**src/hackBusPkg.sv**
```systemverilog
/*
 * hackBusPkg
 * CPU-side definitions for the SPI flash peripheral of the Hack-style
 * computer. Holds the bus word and address types, the memory-mapped
 * SPI register address, and the layouts of the write and status words.
 */
package hackBusPkg;

	// cpu data path and address bus
	typedef logic [15:0] hackWord;   // one cpu data word
	typedef logic [14:0] hackAddr;   // hack addresses are 15 bits

	// SPI register sits one word above the keyboard register
	localparam hackAddr spiRegAddr = 15'h6001;

	// word written by the cpu to the SPI register
	// deselect=0 lowers csN and shifts txByte out
	// deselect=1 only raises csN
	typedef struct packed {
		logic [6:0] pad;        // ignored
		logic       deselect;   // bit 8
		logic [7:0] txByte;     // command, address or dummy byte
	} spiWrite;

	// word returned on a read of the SPI register
	typedef struct packed {
		logic       busy;       // bit 15, transfer in progress
		logic [6:0] pad;        // always zero
		logic [7:0] rxByte;     // last byte received from the flash
	} spiStatus;

endpackage

```
**src/spiPkg.sv**
```systemverilog
/*
 * spiPkg
 * Serial-side definitions for the W25Q16BV SPI master. Byte and counter
 * types, the transfer length, the outgoing pin bundle and the bit timer
 * state encoding.
 */
package spiPkg;

	typedef logic [7:0] spiByte;    // one byte on MOSI or MISO

	// counts clk cycles of a transfer, two per SCK period
	typedef logic [3:0] bitCount;

	// 8 SCK periods at half the clk rate
	localparam int xferCycles = 16;

	// pins driven towards the flash
	typedef struct packed {
		logic sck;    // serial clock, idles low (mode 0)
		logic csN;    // chip select, active low
		logic mosi;   // master out slave in
	} spiPins;

	// bit timer FSM
	typedef enum logic {
		IDLE  = 1'b0,
		SHIFT = 1'b1
	} timerState;

endpackage

```
**src/spiBitTimer.sv**
```systemverilog
/*
 * spiBitTimer
 * Busy FSM and clk cycle counter of the SPI master. A start pulse in IDLE
 * runs 16 clk cycles in SHIFT. SCK is high on odd counts, which gives 8
 * SCK periods, and shiftEn flags the cycle that ends each high phase.
 */
`timescale 1ns/1ps

module spiBitTimer (
	input  logic clk,
	input  logic rstN,
	input  logic start,     // one-cycle request, ignored while busy
	output logic busy,
	output logic sck,
	output logic shiftEn
);

	spiPkg::timerState state;
	spiPkg::bitCount   count;     // clk cycles into the transfer
	logic              lastCycle;

	assign lastCycle = (count == spiPkg::bitCount'(spiPkg::xferCycles - 1));

	always_ff @(posedge clk or negedge rstN) begin
		if (!rstN) begin
			state <= spiPkg::IDLE;
			count <= '0;
		end else begin
			case (state)
				spiPkg::IDLE: begin
					count <= '0;   // first SHIFT cycle sees count 0
					if (start) begin
						state <= spiPkg::SHIFT;
					end
				end
				spiPkg::SHIFT: begin
					count <= count + 1'b1;   // wraps to 0 after 15
					if (lastCycle) begin
						state <= spiPkg::IDLE;   // busy drops after the 16th edge
					end
				end
				default: begin
					state <= spiPkg::IDLE;
				end
			endcase
		end
	end

	assign busy = (state == spiPkg::SHIFT);

	// half-rate clock, low on even counts so it starts and ends low
	assign sck = busy & count[0];

	// high phase of sck is the last cycle before its falling edge,
	// so the shifter moves on the same clk edge that drops SCK
	assign shiftEn = sck;

endmodule

```
**src/spiShifter.sv**
```systemverilog
/*
 * spiShifter
 * 8-bit circular shift register for full-duplex SPI. Loads the byte to
 * send, shifts left on each SCK fall with the registered MISO bit entering
 * the LSB, and drives MOSI from the MSB. After eight shifts the register
 * holds the byte received from the flash.
 */
`timescale 1ns/1ps

module spiShifter (
	input  logic           clk,
	input  logic           rstN,
	input  logic           load,      // takes txByte, wins over shiftEn
	input  spiPkg::spiByte txByte,
	input  logic           shiftEn,   // one pulse per SCK period
	input  logic           miso,
	output spiPkg::spiByte rxByte,
	output logic           mosi
);

	logic           misoQ;      // miso one clk late
	spiPkg::spiByte shiftReg;

	// flash drives miso off SCK falling, so the value is stable by
	// the time it is caught here
	always_ff @(posedge clk or negedge rstN) begin
		if (!rstN) begin
			misoQ <= 1'b0;
		end else begin
			misoQ <= miso;
		end
	end

	always_ff @(posedge clk or negedge rstN) begin
		if (!rstN) begin
			shiftReg <= '0;   // status reads zero out of reset
		end else if (load) begin
			shiftReg <= txByte;
		end else if (shiftEn) begin
			shiftReg <= {shiftReg[6:0], misoQ};   // slave MSB into master LSB
		end
	end

	assign mosi   = shiftReg[7];   // master MSB out first
	assign rxByte = shiftReg;      // only complete once busy is low

endmodule

```
**src/spiController.sv**
```systemverilog
/*
 * spiController
 * SPI master for the W25Q16BV flash. Holds the chip-select register,
 * drops writes that arrive while a transfer runs, starts the bit timer
 * and loads the shifter for a send, and assembles the pin bundle and the
 * cpu status word.
 */
`timescale 1ns/1ps

module spiController (
	input  logic                 clk,
	input  logic                 rstN,
	input  logic                 load,     // write to the SPI register
	input  hackBusPkg::spiWrite  cmd,
	input  logic                 miso,
	output spiPkg::spiPins       pins,
	output hackBusPkg::spiStatus status
);

	logic           accept;   // load that is not dropped
	logic           start;    // accepted send
	logic           csN;
	logic           busy;
	logic           sck;
	logic           shiftEn;
	logic           mosi;
	spiPkg::spiByte rxByte;

	// a write during a transfer would corrupt the shifter, drop it
	assign accept = load & ~busy;
	assign start  = accept & ~cmd.deselect;

	// csN follows bit 8 of every accepted write and holds until the next
	always_ff @(posedge clk or negedge rstN) begin
		if (!rstN) begin
			csN <= 1'b1;   // flash deselected out of reset
		end else if (accept) begin
			csN <= cmd.deselect;
		end
	end

	spiBitTimer uTimer (
		.clk     (clk),
		.rstN    (rstN),
		.start   (start),
		.busy    (busy),
		.sck     (sck),
		.shiftEn (shiftEn)
	);

	// loads on the same edge that starts the timer
	spiShifter uShifter (
		.clk     (clk),
		.rstN    (rstN),
		.load    (start),
		.txByte  (cmd.txByte),
		.shiftEn (shiftEn),
		.miso    (miso),
		.rxByte  (rxByte),
		.mosi    (mosi)
	);

	assign pins = '{sck: sck, csN: csN, mosi: mosi};

	// busy in bit 15, received byte in the low half
	assign status = '{busy: busy, pad: '0, rxByte: rxByte};

endmodule

```
**src/spiBusPort.sv**
```systemverilog
/*
 * spiBusPort
 * Memory-mapped port of the SPI master on the Hack cpu bus. Turns a cpu
 * write to the SPI register into a registered load pulse with its command
 * word, one clk after the write, and serves status on reads.
 */
`timescale 1ns/1ps

module spiBusPort (
	input  logic                 clk,
	input  logic                 rstN,
	input  logic                 memWrite,   // one-cycle write strobe
	input  hackBusPkg::hackAddr  memAddr,
	input  hackBusPkg::hackWord  memWData,
	input  hackBusPkg::spiStatus status,
	output logic                 load,
	output hackBusPkg::spiWrite  cmd,
	output hackBusPkg::hackWord  memRData
);

	logic hit;   // address matches the SPI register

	assign hit = (memAddr == hackBusPkg::spiRegAddr);

	always_ff @(posedge clk or negedge rstN) begin
		if (!rstN) begin
			load <= 1'b0;
		end else begin
			load <= memWrite & hit;   // single pulse per write
		end
	end

	// command word only matters while load is high
	always_ff @(posedge clk) begin
		if (memWrite && hit) begin
			cmd <= hackBusPkg::spiWrite'(memWData);
		end
	end

	// reads are combinational from the address
	assign memRData = hit ? hackBusPkg::hackWord'(status) : '0;

endmodule

```
**src/flashSpiTop.sv**
```systemverilog
/*
 * flashSpiTop
 * SPI flash peripheral of the Hack computer. Bus port on the cpu side,
 * SPI controller towards the W25Q16BV pins.
 */
`timescale 1ns/1ps

module flashSpiTop (
	input  logic                clk,
	input  logic                rstN,
	input  logic                memWrite,
	input  hackBusPkg::hackAddr memAddr,
	input  hackBusPkg::hackWord memWData,
	output hackBusPkg::hackWord memRData,
	input  logic                miso,
	output spiPkg::spiPins      pins
);

	logic                 load;
	hackBusPkg::spiWrite  cmd;
	hackBusPkg::spiStatus status;

	spiBusPort uBusPort (
		.clk      (clk),
		.rstN     (rstN),
		.memWrite (memWrite),
		.memAddr  (memAddr),
		.memWData (memWData),
		.status   (status),
		.load     (load),
		.cmd      (cmd),
		.memRData (memRData)
	);

	spiController uCtrl (
		.clk    (clk),
		.rstN   (rstN),
		.load   (load),
		.cmd    (cmd),
		.miso   (miso),
		.pins   (pins),
		.status (status)
	);

endmodule

```
**config.mk**
```make
export PLATFORM = sky130hd
export DESIGN_NAME = flashSpiTop
export DESIGN_NICKNAME = d
export VERILOG_FILES = /design/src/hackBusPkg.sv /design/src/spiPkg.sv /design/src/spiBitTimer.sv /design/src/spiShifter.sv /design/src/spiController.sv /design/src/spiBusPort.sv /design/src/flashSpiTop.sv
export SDC_FILE = /design/constraint.sdc
export NUM_CORES = 1
export LEC_CHECK = 0
export BUFFER_PORTS_ARGS = -buffer_cell sky130_fd_sc_hd__buf_2
export CAP_MARGIN = 30
export CORE_ASPECT_RATIO = 0.5
export CORE_UTILIZATION = 25
export CTS_BUF_LIST = sky130_fd_sc_hd__clkbuf_4
export DETAILED_ROUTE_END_ITERATION = 12
export REMOVE_ABC_BUFFERS = 1
export SYNTH_ARGS = -nofsm -noshare
export SYNTH_HDL_FRONTEND = slang
export SYNTH_SLANG_ARGS = --single-unit
```
**constraint.sdc**
```tcl
create_clock -name clk -period 1.2 [get_ports clk]
set_clock_uncertainty 0.05 [all_clocks]
set_input_delay 0.06 -clock clk [delete_from_list [all_inputs] [get_ports clk]]
set_output_delay 0.06 -clock clk [all_outputs]
set_load 0.01 [all_outputs]
```
==> metrics.txt, run 1 <==
# TYPE chip_impl_metric gauge
chip_impl_metric{name="critical_path.max_fanout",unit=""} 3
chip_impl_metric{name="clockBufferDepth",unit=""} 2
chip_impl_metric{name="floorplan.core_area",unit="µm²"} 4640
chip_impl_metric{name="post-route-drc-count",unit=""} 0
chip_impl_metric{name="clk_pin_slew",unit="ns"} 0.14
chip_impl_metric{name="finalWorstPathRequiredPeriod",unit="ns"} 1.43
chip_impl_metric{name="setup_viol_count_final",unit=""} 18
chip_impl_metric{name="finalWorstSetupSlack",unit="ns"} -0.228
chip_impl_info{name="status",value="finished, violations left"} 1
chip_impl_metric{name="maxClockFrequency",unit="MHz"} 700
chip_impl_info{name="rsz0062_at_grt",value="true"} 1
chip_impl_info{name="violated_checks",value="setup timing"} 1
chip_impl_metric{name="area_growth_syn_to_layout",unit="%"} 62.0
chip_impl_metric{name="initial_core_utilization",unit=""} 0.275
chip_impl_info{name="critical_path.startpoint_type",value="input pin"} 1
chip_impl_metric{name="drt_first_pass_iters",unit=""} 4
chip_impl_metric{name="wire_length_of_the_first_global_routing_pass",unit="mm"} 4.44
chip_impl_metric{name="gr-total-overflow",unit=""} 0
chip_impl_metric{name="final_antenna_net_count",unit=""} 0
chip_impl_metric{name="grt_antenna_before_repair",unit=""} 0
chip_impl_metric{name="placedCellCount",unit=""} 210
chip_impl_metric{name="yosys_register_bits",unit=""} 25
chip_impl_metric{name="power_leakage",unit="µW"} 0.000991
chip_impl_metric{name="synth.avg_cell_area",unit="µm²"} 12.2
chip_impl_metric{name="fp.dieW",unit="µm"} 103
chip_impl_info{name="hold_crit_path_type",value="input pin to asynchronous set/reset pin"} 1
chip_impl_metric{name="synth-async-reset-ratio",unit=""} 0.640
chip_impl_metric{name="finalHoldViolCount",unit=""} 0
chip_impl_info{name="ys.flop_type",value="sky130_fd_sc_hd__dfrtp_1"} 1
chip_impl_info{name="cts_tree",value="yes"} 1
chip_impl_metric{name="final_cell_count_no_fill",unit=""} 240
chip_impl_metric{name="routabilityCongestion",unit=""} 0.718
chip_impl_info{name="most-common-layout-cells",value="sky130_fd_sc_hd__buf_2, sky130_fd_sc_hd__buf_4, sky130_fd_sc_hd__dfrtp_1, sky130_fd_sc_hd__dlygate4sd3_1, sky130_fd_sc_hd__nand2b_1"} 1
chip_impl_metric{name="die-height",unit="µm"} 52.5
chip_impl_metric{name="average_routed_wire_per_standard_cell",unit="µm"} 12.8
chip_impl_metric{name="synth.yosys.seq_area_share",unit=""} 0.528
chip_impl_metric{name="number_of_synthesized_flops_with_an_enable_pin",unit=""} 9
chip_impl_info{name="clockRootBuffer",value="sky130_fd_sc_hd__clkbuf_4"} 1
chip_impl_metric{name="cts.htree.levels",unit=""} 1
chip_impl_metric{name="port_buffers",unit=""} 39
chip_impl_metric{name="routed_wl",unit="mm"} 3.06
chip_impl_metric{name="numClockSinks",unit=""} 25
chip_impl_metric{name="grt_max_degree",unit=""} 17
chip_impl_metric{name="io_pins",unit=""} 54
chip_impl_metric{name="design.final.nets",unit=""} 211
chip_impl_metric{name="diodes",unit=""} 0
chip_impl_metric{name="p_per_area",unit="nW/µm²"} 697
chip_impl_metric{name="critPathRequiredTime",unit="ns"} 1.09
chip_impl_metric{name="post-route-util",unit=""} 0.445
chip_impl_metric{name="netlist_area",unit="µm²"} 1270
chip_impl_metric{name="grt.total_usage",unit=""} 0.113
chip_impl_metric{name="synthesis_warnings",unit=""} 0
chip_impl_metric{name="layout.cell_area.non_filler",unit="µm²"} 2060
chip_impl_metric{name="dr.first_iter.drc_count",unit=""} 33
chip_impl_metric{name="die_area",unit="µm²"} 5400
chip_impl_metric{name="final_min_period_over_clock_period",unit=""} 1.19
chip_impl_metric{name="drive_gt1_frac",unit=""} 0.592
chip_impl_info{name="kind_of_end_point_of_the_critical_path",value="output port"} 1
chip_impl_metric{name="routed-via-count",unit=""} 1035
chip_impl_metric{name="max-vdd-ir-drop",unit="mV"} 0.380
chip_impl_info{name="layout.cells.most_common",value="sky130_fd_sc_hd__buf_2"} 1
chip_impl_metric{name="rows",unit=""} 17
chip_impl_metric{name="synth_cells",unit=""} 104
chip_impl_metric{name="dp_hpwl",unit="mm"} 1.93
chip_impl_metric{name="synth.lib_cells_used.distinct",unit=""} 28
chip_impl_metric{name="first_global_vias",unit=""} 999
chip_impl_metric{name="detailed_place.area",unit="µm²"} 1550
chip_impl_metric{name="timing.critical_path.arrival",unit="ns"} 1.32
chip_impl_metric{name="cap_violations",unit=""} 0
chip_impl_metric{name="final-max-slew-violation-count",unit=""} 0
chip_impl_metric{name="cts_made_buffers",unit=""} 3
chip_impl_info{name="setup.worst_path.class",value="input pin to output port"} 1
chip_impl_metric{name="clk_latency",unit="ns"} 0.32
chip_impl_metric{name="route.detailed.vias_per_inst",unit=""} 4.31
## state kept, by name, indices dropped and copies added (netlist names)
signal                 count
uCtrl.csN                  1
uBusPort.load              1
uCtrl.uShifter.rxByte      8
uBusPort.cmd               9
uCtrl.uShifter.misoQ       1
uCtrl.uTimer.busy          1
uCtrl.uTimer.count         4
## Yosys cell counts (all sizes together) (2+ instances only)
cell | number | share of area
and2 | 3 | 0.015
buf | 13 | 0.076
dfrtp | 15 | 0.29
edfxtp | 9 | 0.21
mux2i | 8 | 0.063
nand2 | 10 | 0.031
nand2b | 11 | 0.054
nand3 | 2 | 0.0079
nor2b | 2 | 0.0098
nor4 | 11 | 0.11
o21ai | 8 | 0.031
## worst paths after layout
kind	from	endpoint	slack [ns]	cells after the start
max in group asynchronous	rstN	uCtrl.csN$_DFFE_PN1P_	0.67	2
worst min register to register	uBusPort.cmd[3]$_DFFE_PP_	uCtrl.uShifter.rxByte[3]$_DFFE_PN0P_	0.43	2
worst max register to register	uCtrl.uTimer.busy$_DFF_PN0_	uCtrl.uShifter.rxByte[6]$_DFFE_PN0P_	-0.07	5
worst max-delay path	memAddr[8]	memRData[15]	-0.23	5
worst min-delay path	rstN	uCtrl.uShifter.misoQ$_DFF_PN0_	0.12	2
min in group clk	memWrite	uBusPort.load$_DFF_PN0_	0.12	4
## worst max-delay path, stage by stage
cell	delay [ns]
sky130_fd_sc_hd__buf_6	0.09
sky130_fd_sc_hd__or4b_4	0.58
sky130_fd_sc_hd__buf_12	0.16
sky130_fd_sc_hd__nor4_4	0.25
sky130_fd_sc_hd__buf_2	0.17
## kinds of logic (layout without fill, tap and decap cells)
| kind of cell | after synthesis | after routing | share of synthesized area |
|---|---|---|---|
| other cells | 1 | 7 | 0.00294 |
| buf+inv | 15 | 79 | 0.0815 |
| simple gates | 42 | 42 | 0.255 |
| flops | 25 | 25 | 0.528 |
| compound gates | 9 | 9 | 0.0373 |
| mux | 9 | 9 | 0.0717 |
| xor+xnor | 2 | 2 | 0.0138 |
| fa+ha+maj | 1 | 1 | 0.00982 |
## metrics by stage
step                      total power, µW  hold slack [ns]  worst slack (ns)  setup TNS [ns]
after global placement               1000          -0.0517            -0.334           -5.14
after floorplan                       936           -0.286            -0.647           -7.47
after detailed placement             1010          -0.0484            -0.338           -5.29
after CTS                            1440            0.117            -0.233           -2.24
final                                1440            0.117            -0.228           -2.02
after global routing                 1510            0.111            -0.273           -3.21
## power by group
part | switching, µW | internal, µW | total, µW
Combinational | 73.5 | 89.8 | 163
Sequential | 0.901 | 887 | 887
Clock | 261 | 127 | 388
## layer usage
layer | global-route usage | vias to the layer above | share of wire
li1 | - | 489 | -
met1 | 0.125 | 509 | 0.44
met2 | 0.220 | 31 | 0.50
met3 | 0.0213 | 6 | 0.036
met4 | 0.0352 | 0 | 0.021
met5 | 0 | - | 0
## final cells by class
type                    count  area [µm²]
fillers                   446        2570
multi-input cells          70         688
flip-flops and latches     25         673
repair buffers             74         586
well taps                  66        82.6
clock buffers               3        22.5
clock inverters             1        7.51
inverters                   1        3.75
## repair_timing
action                                 4_1_cts  5_1_grt
gates cloned                                 1        1
setup buffers                                9        6
setup endpoints to repair                   10       18
pin swaps                                   11       10
hold buffers                                11        0
endpoints found under the hold margin       26        0
resized for setup                           20       35
No activity file was read; power rests on OpenSTA's default activity.
==> run 2, diff against run 1 <==
SETUP_SLACK_MARGIN = 0.1   (was default)
==> run 2 against run 1 <==
The flow still finishes with violations (setup timing). Sequential power about the same. Die area is the same. Critical path depth is the same. Combinational power increased by 6%. Hold slack got worse by 0.0011 ns.
==> metrics.txt, run 2 (synthesized netlist as in run 1, its figures left out) <==
# TYPE chip_impl_metric gauge
chip_impl_info{name="cts_tree",value="yes"} 1
chip_impl_info{name="most-common-layout-cells",value="sky130_fd_sc_hd__buf_2, sky130_fd_sc_hd__buf_6, sky130_fd_sc_hd__buf_4, sky130_fd_sc_hd__dfrtp_1, sky130_fd_sc_hd__dlygate4sd3_1"} 1
chip_impl_metric{name="cts_made_buffers",unit=""} 3
chip_impl_metric{name="timing.critical_path.arrival",unit="ns"} 1.33
chip_impl_metric{name="final_antenna_net_count",unit=""} 0
chip_impl_metric{name="clk_pin_slew",unit="ns"} 0.14
chip_impl_info{name="layout.cells.most_common",value="sky130_fd_sc_hd__buf_2"} 1
chip_impl_metric{name="grt.total_usage",unit=""} 0.116
chip_impl_metric{name="critPathRequiredTime",unit="ns"} 1.09
chip_impl_metric{name="initial_core_utilization",unit=""} 0.275
chip_impl_metric{name="maxClockFrequency",unit="MHz"} 693
chip_impl_metric{name="critical_path.max_fanout",unit=""} 3
chip_impl_metric{name="final-max-slew-violation-count",unit=""} 0
chip_impl_metric{name="grt_max_degree",unit=""} 17
chip_impl_metric{name="sequentialPowerShare",unit=""} 0.612
chip_impl_info{name="top_layer_used",value="met4"} 1
chip_impl_info{name="regToRegStartpoint",value="uCtrl.uTimer.busy$_DFF_PN0_"} 1
chip_impl_metric{name="internal_power",unit="µW"} 1110
chip_impl_metric{name="post-route-drc-count",unit=""} 0
chip_impl_metric{name="met2_length",unit="mm"} 1.63
chip_impl_metric{name="p_clk_frac",unit=""} 0.269
chip_impl_metric{name="average_routed_wire_per_standard_cell",unit="µm"} 12.8
chip_impl_info{name="rsz0062_at_grt",value="true"} 1
chip_impl_metric{name="clk_latency",unit="ns"} 0.32
chip_impl_metric{name="met1_length",unit="mm"} 1.31
chip_impl_metric{name="area_growth_syn_to_layout",unit="%"} 66.6
chip_impl_info{name="clockRootBuffer",value="sky130_fd_sc_hd__clkbuf_4"} 1
chip_impl_metric{name="finalWorstPathRequiredPeriod",unit="ns"} 1.44
chip_impl_metric{name="die_area",unit="µm²"} 5400
chip_impl_metric{name="routabilityCongestion",unit=""} 0.718
chip_impl_metric{name="design.final.nets",unit=""} 214
chip_impl_metric{name="r2r_setup_slack",unit="ns"} -0.13
chip_impl_metric{name="dr.first_iter.drc_count",unit=""} 22
chip_impl_metric{name="layout.cell_area.non_filler",unit="µm²"} 2120
chip_impl_metric{name="final_min_period_over_clock_period",unit=""} 1.20
chip_impl_metric{name="grt_antenna_before_repair",unit=""} 0
chip_impl_metric{name="rows",unit=""} 17
chip_impl_metric{name="drive_gt1_frac",unit=""} 0.542
chip_impl_metric{name="die-height",unit="µm"} 52.5
chip_impl_metric{name="cells_on_worst_reg2reg_path",unit=""} 6
chip_impl_metric{name="fp.dieW",unit="µm"} 103
chip_impl_metric{name="power_dissipated_by_switching_net_loads",unit="µW"} 337
chip_impl_metric{name="first_global_vias",unit=""} 1018
chip_impl_info{name="register_with_the_most_flip_flops",value="uBusPort.cmd"} 1
chip_impl_info{name="reg2reg_to",value="uCtrl.uShifter.rxByte[1]$_DFFE_PN0P_"} 1
chip_impl_metric{name="diodes",unit=""} 0
chip_impl_info{name="startpoint",value="memAddr[8]"} 1
chip_impl_metric{name="power_leakage",unit="µW"} 0.00103
chip_impl_metric{name="finalWorstSetupSlack",unit="ns"} -0.244
chip_impl_metric{name="numClockSinks",unit=""} 25
chip_impl_metric{name="routed-via-count",unit=""} 1043
chip_impl_info{name="critical_path.cell_chain",value="buf_6 > or4b_4 > buf_12 > nor4_4 > buf_2"} 1
chip_impl_metric{name="io_pins",unit=""} 54
chip_impl_metric{name="finalHoldViolCount",unit=""} 0
chip_impl_metric{name="holdWs",unit="ns"} 0.116
chip_impl_info{name="violated_checks",value="setup timing"} 1
chip_impl_metric{name="wire_length_of_the_first_global_routing_pass",unit="mm"} 4.54
chip_impl_info{name="hold_crit_path_type",value="input pin to asynchronous set/reset pin"} 1
chip_impl_metric{name="met3_length",unit="µm"} 119
chip_impl_metric{name="comb_power_share",unit=""} 0.119
chip_impl_metric{name="setup_viol_count_final",unit=""} 18
chip_impl_metric{name="routed_wl",unit="mm"} 3.12
chip_impl_metric{name="detailed_place.area",unit="µm²"} 1550
chip_impl_metric{name="number_of_flip_flops_under_the_largest_register_name",unit=""} 9
chip_impl_metric{name="swShare",unit=""} 0.233
chip_impl_info{name="critical_path.startpoint_type",value="input pin"} 1
chip_impl_metric{name="setup-tns-final",unit="ns"} -2.61
chip_impl_metric{name="gr-total-overflow",unit=""} 0
chip_impl_metric{name="clockBufferDepth",unit=""} 2
chip_impl_metric{name="cap_violations",unit=""} 0
chip_impl_metric{name="cts.htree.levels",unit=""} 1
chip_impl_metric{name="max_stage_delay",unit="ns"} 0.59
chip_impl_info{name="kind_of_end_point_of_the_critical_path",value="output port"} 1
chip_impl_info{name="setup.worst_path.class",value="input pin to output port"} 1
chip_impl_metric{name="floorplan.core_area",unit="µm²"} 4640
chip_impl_info{name="crit_slowest_cell",value="sky130_fd_sc_hd__or4b_4"} 1
chip_impl_metric{name="drt_first_pass_iters",unit=""} 4
chip_impl_metric{name="p_per_area",unit="nW/µm²"} 683
chip_impl_metric{name="route.detailed.vias_per_inst",unit=""} 4.29
chip_impl_metric{name="dp_hpwl",unit="mm"} 1.93
chip_impl_metric{name="max-vdd-ir-drop",unit="mV"} 0.396
chip_impl_info{name="status",value="finished, violations left"} 1
chip_impl_metric{name="port_buffers",unit=""} 39
==> run 2: stage by stage <==
stage	power [µW]	utilization	setup slack, ns	std cells
floorplan	936	-	-0.647	96
global placement	1000	0.335	-0.334	210
detailed placement	1010	0.335	-0.338	210
CTS	1440	0.416	-0.233	237
global route	1520	0.458	-0.286	243
finish	1450	0.458	-0.244	243
==> run 2: how the worst max path moves through the flow <==
stage / slack (ns) / end / cells past startpoint
floorplan: -0.65 / uBusPort.cmd[0]$_DFFE_PP_ / 2
global placement: -0.33 / uBusPort.cmd[4]$_DFFE_PP_ / 4
detailed placement: -0.34 / uBusPort.cmd[3]$_DFFE_PP_ / 4
CTS: -0.23 / memRData[15] / 4
global route: -0.29 / memRData[15] / 5
finish: -0.24 / memRData[15] / 5
==> run 2: critical path: cells and delay by family <==
| family | cells | cell delay, ns |
|---|---|---|
| and+or+nand+nor | 2 | 0.85 |
| buffers and inverters | 3 | 0.43 |
==> run 2: power groups by stage <==
stage / clock network [µW] / logic [µW] / registers (µW)
2_1_floorplan: 0 / 31.8 / 904
6_report: 390 / 173 / 887
3_3_place_gp: 0 / 98.5 / 904
5_1_grt: 444 / 187 / 888
3_5_place_dp: 0 / 101 / 904
4_1_cts: 398 / 153 / 887
==> run 2: layer usage <==
metal,up-vias,track usage
li1,494,-
met1,512,0.128
met2,31,0.227
met3,6,0.0213
met4,0,0.0352
met5,-,0
==> run 2: layout make-up <==
type                       instances  area [µm²]
fill                             445        2510
sequential                        25         674
multi-input combinational         70         666
timing repair buffer              77         663
tap                               66        82.6
clock buffer                       3        22.5
clock inverter                     1        7.51
inverter                           1        6.26
==> run 2: repair_timing <==
| item | 4_1_cts | 5_1_grt |
|---|---|---|
| cloned | 2 | 1 |
| hold endpoints to repair | 26 | 0 |
| hold buffers | 11 | 0 |
| setup buffers | 10 | 6 |
| resized for setup | 25 | 33 |
| pin swaps | 11 | 7 |
| setup endpoints to repair | 29 | 31 |
==> run 3, diff against run 2 <==
ABC_AREA = 1   (was default)
CORE_UTILIZATION = 45   (was 25)
PLACE_DENSITY = 0.77   (was default)
clock period = 1.6 ns   (was 1.2 ns; I/O delays follow)
==> run 3 against run 2 <==
The flow now finishes without violations. Worst setup slack improved by 0.47 ns. Synthesized cell count grew 16%. Cell area is 27% lower. Wire length down 29%. Global-route usage grew 5.5 points. Die area is 46% lower. Sequential power fell by 25%. Flip-flop and latch count is the same. Critical path type is now flip-flop to output port. Largest cell class unchanged.
==> metrics.txt, run 3 <==
# TYPE chip_impl_metric gauge
chip_impl_metric{name="design.final.nets",unit=""} 210
chip_impl_metric{name="n_fill_cell",unit=""} 193
chip_impl_metric{name="grt.total_usage",unit=""} 0.171
chip_impl_info{name="register_with_the_most_flip_flops",value="uBusPort.cmd"} 1
chip_impl_metric{name="final_antenna_net_count",unit=""} 0
chip_impl_metric{name="p_per_area",unit="nW/µm²"} 657
chip_impl_metric{name="synth_cells",unit=""} 121
chip_impl_info{name="reg2reg_to",value="uCtrl.uShifter.rxByte[4]$_DFFE_PN0P_"} 1
chip_impl_metric{name="timing.critical_path.arrival",unit="ns"} 1.25
chip_impl_metric{name="gr-total-overflow",unit=""} 0
chip_impl_metric{name="finalHoldViolCount",unit=""} 0
chip_impl_metric{name="routed_wl",unit="mm"} 2.22
chip_impl_metric{name="clockBufferDepth",unit=""} 2
chip_impl_info{name="synth_top_cells_by_count",value="sky130_fd_sc_hd__nor2_1, sky130_fd_sc_hd__dfrtp_1, sky130_fd_sc_hd__nand2_1, sky130_fd_sc_hd__inv_1"} 1
chip_impl_metric{name="fp.dieW",unit="µm"} 75.1
chip_impl_metric{name="yosys_register_bits",unit=""} 25
chip_impl_info{name="ys.flop_type",value="sky130_fd_sc_hd__dfrtp_1"} 1
chip_impl_metric{name="port_buffers",unit=""} 39
chip_impl_metric{name="initial_core_utilization",unit=""} 0.506
chip_impl_metric{name="number_of_flip_flops_under_the_largest_register_name",unit=""} 9
chip_impl_metric{name="netlist_area",unit="µm²"} 1200
chip_impl_info{name="hold_crit_path_type",value="input pin to asynchronous set/reset pin"} 1
chip_impl_metric{name="clk_pin_slew",unit="ns"} 0.13
chip_impl_metric{name="die-height",unit="µm"} 38.5
chip_impl_metric{name="grt_max_degree",unit=""} 17
chip_impl_metric{name="drive_gt1_frac",unit=""} 0.393
chip_impl_metric{name="synth_top_cell_area_share",unit=""} 0.313
chip_impl_metric{name="critical_path.max_fanout",unit=""} 9
chip_impl_metric{name="io_pins",unit=""} 54
chip_impl_metric{name="critPathRequiredTime",unit="ns"} 1.47
chip_impl_metric{name="r2r_setup_slack",unit="ns"} 0.41
chip_impl_metric{name="power_leakage",unit="µW"} 0.000813
chip_impl_metric{name="drt_first_pass_iters",unit=""} 4
chip_impl_metric{name="synth-async-reset-ratio",unit=""} 0.640
chip_impl_metric{name="finalWorstPathRequiredPeriod",unit="ns"} 1.38
chip_impl_metric{name="synth.lib_cells_used.distinct",unit=""} 20
chip_impl_metric{name="routabilityCongestion",unit=""} 0.783
chip_impl_metric{name="final-max-slew-violation-count",unit=""} 0
chip_impl_metric{name="dr.first_iter.drc_count",unit=""} 38
chip_impl_metric{name="route.detailed.vias_per_inst",unit=""} 4.38
chip_impl_metric{name="die_area",unit="µm²"} 2890
chip_impl_metric{name="first_global_vias",unit=""} 725
chip_impl_metric{name="routed-via-count",unit=""} 911
chip_impl_metric{name="area_growth_syn_to_layout",unit="%"} 28.6
chip_impl_metric{name="numClockSinks",unit=""} 25
chip_impl_metric{name="holdWs",unit="ns"} 0.126
chip_impl_info{name="layout.cells.most_common",value="sky130_fd_sc_hd__buf_2"} 1
chip_impl_metric{name="dp_hpwl",unit="mm"} 1.50
chip_impl_info{name="cts_tree",value="yes"} 1
chip_impl_info{name="crit_slowest_cell",value="sky130_fd_sc_hd__dfrtp_1"} 1
chip_impl_metric{name="synth.yosys.seq_area_share",unit=""} 0.559
chip_impl_info{name="synth_area_leaders",value="sky130_fd_sc_hd__dfrtp_1, sky130_fd_sc_hd__edfxtp_1, sky130_fd_sc_hd__nand3_2"} 1
chip_impl_metric{name="cap_violations",unit=""} 0
chip_impl_metric{name="rows",unit=""} 12
chip_impl_metric{name="synth.avg_cell_area",unit="µm²"} 9.93
chip_impl_metric{name="detailedPlace.worstSlack",unit="ns"} 0.406
chip_impl_info{name="kind_of_end_point_of_the_critical_path",value="output port"} 1
chip_impl_metric{name="cts.htree.levels",unit=""} 1
chip_impl_metric{name="synthesis_warnings",unit=""} 0
chip_impl_metric{name="post-route-util",unit=""} 0.651
chip_impl_metric{name="maxClockFrequency",unit="MHz"} 727
chip_impl_info{name="critical_path.startpoint_type",value="flip-flop"} 1
chip_impl_info{name="synth_top_area_cell",value="sky130_fd_sc_hd__dfrtp_1"} 1
chip_impl_info{name="setup.worst_path.class",value="flip-flop to output port"} 1
chip_impl_metric{name="floorplan.core_area",unit="µm²"} 2370
chip_impl_info{name="status",value="completed"} 1
chip_impl_metric{name="cts_made_buffers",unit=""} 3
chip_impl_metric{name="cells_on_worst_reg2reg_path",unit=""} 4
chip_impl_info{name="regToRegStartpoint",value="uCtrl.uTimer.busy$_DFF_PN0_"} 1
chip_impl_info{name="critical_path.cell_chain",value="nand2_4 > clkinv_2 > buf_2"} 1
chip_impl_metric{name="max_stage_delay",unit="ns"} 0.47
chip_impl_metric{name="setup_viol_count_final",unit=""} 0
chip_impl_metric{name="grt_antenna_before_repair",unit=""} 0
chip_impl_info{name="clockRootBuffer",value="sky130_fd_sc_hd__clkbuf_4"} 1
chip_impl_metric{name="max-vdd-ir-drop",unit="mV"} 0.603
chip_impl_metric{name="wire_length_of_the_first_global_routing_pass",unit="mm"} 3.42
chip_impl_metric{name="clk_latency",unit="ns"} 0.31
chip_impl_info{name="yosysMostFrequentCell",value="sky130_fd_sc_hd__nor2_1"} 1
chip_impl_metric{name="finalWorstSetupSlack",unit="ns"} 0.224
chip_impl_metric{name="diodes",unit=""} 0
chip_impl_metric{name="final_min_period_over_clock_period",unit=""} 0.860
chip_impl_info{name="most-common-layout-cells",value="sky130_fd_sc_hd__buf_2, sky130_fd_sc_hd__nor2_1, sky130_fd_sc_hd__dfrtp_1, sky130_fd_sc_hd__nand2_1, sky130_fd_sc_hd__inv_1"} 1
chip_impl_metric{name="average_routed_wire_per_standard_cell",unit="µm"} 10.7
chip_impl_metric{name="post-route-drc-count",unit=""} 0
chip_impl_info{name="rsz0062_at_grt",value="false"} 1
chip_impl_metric{name="number_of_synthesized_flops_with_an_enable_pin",unit=""} 9
chip_impl_metric{name="setup-tns-final",unit="ns"} 0
-- run 3: cell types whose count changed after synthesis, sizes merged, moves of 3 or more --
cell,previous run,this run
nor4,11,0
o21ai,8,1
and2,3,0
nand3,2,19
inv,1,14
nand2,10,24
mux2i,8,0
nand2b,11,0
nor2,0,21
buf,13,10
-- run 3: per-layer routing --
metal  part of all wire  up-vias  GRT usage
li1                   -      468          -
met1               0.48      411      0.234
met2               0.46       30      0.275
met3              0.048        2     0.0500
met4             0.0054        0     0.0283
met5                  0        -          0
-- run 3: worst max-delay path by stage --
| stage | startpoint | endpoint |
|---|---|---|
| 3_5_place_dp | memAddr[12] | uBusPort.cmd[8]$_DFFE_PP_ |
| 3_3_place_gp | memAddr[1] | uBusPort.cmd[8]$_DFFE_PP_ |
| 6_report | uCtrl.uTimer.count[0]$_DFF_PN0_ | pins[2] |
| 4_1_cts | uCtrl.uTimer.count[0]$_DFF_PN0_ | pins[2] |
| 5_1_grt | uCtrl.uTimer.count[0]$_DFF_PN0_ | pins[2] |
| 2_1_floorplan | memAddr[1] | uBusPort.cmd[0]$_DFFE_PP_ |
-- run 3: power by group --
group | internal (µW) | switching [µW]
Combinational | 43.5 | 29.9
Clock | 93.5 | 182
Sequential | 665 | 0.471
Total | 802 | 213
-- run 3: stage by stage --
stage / instances / cell area (µm²) / power [µW]
3_3_place_gp: 193 / 1400 / 729
6_report: 208 / 1550 / 1010
2_1_floorplan: 117 / 1150 / 692
5_1_grt: 208 / 1550 / 1050
3_5_place_dp: 193 / 1400 / 730
4_1_cts: 208 / 1540 / 1020
-- run 3: area by class of cell --
cell class | count | area, µm² | area share
flip-flops and latches | 25 | 672 | 0.435
multi-input cells | 77 | 417 | 0.270
repair buffers | 52 | 320 | 0.207
inverters | 15 | 65.1 | 0.0421
well taps | 35 | 43.8 | 0.0283
clock buffers | 3 | 22.5 | 0.0146
clock inverters | 1 | 5.00 | 0.00324
-- run 3: cells by family (layout without fill, tap and decap cells) --
| group | after synthesis | after routing | share of synthesized area |
|---|---|---|---|
| compound gates | 3 | 3 | 0.0125 |
| xor+xnor | 1 | 1 | 0.00729 |
| fa+ha+maj | 1 | 1 | 0.0104 |
| buf+inv | 25 | 71 | 0.117 |
| flops | 25 | 25 | 0.559 |
| other cells | 1 | 7 | 0.00312 |
| simple gates | 65 | 65 | 0.291 |
-- run 3: worst max-delay path, delay by kind of cell (launching register included) --
family | cells | cell delay [ns]
and+or+nand+nor | 1 | 0.15
buffers and inverters | 2 | 0.31
DFF | 1 | 0.47
-- run 3: repair_timing --
| item | CTS | global route |
|---|---|---|
| hold buffers | 11 | 0 |
| endpoints found under the hold margin | 26 | 0 |
| setup endpoints to repair | 0 | 1 |
| setup buffers | 0 | 0 |
| resized for setup | 0 | 1 |
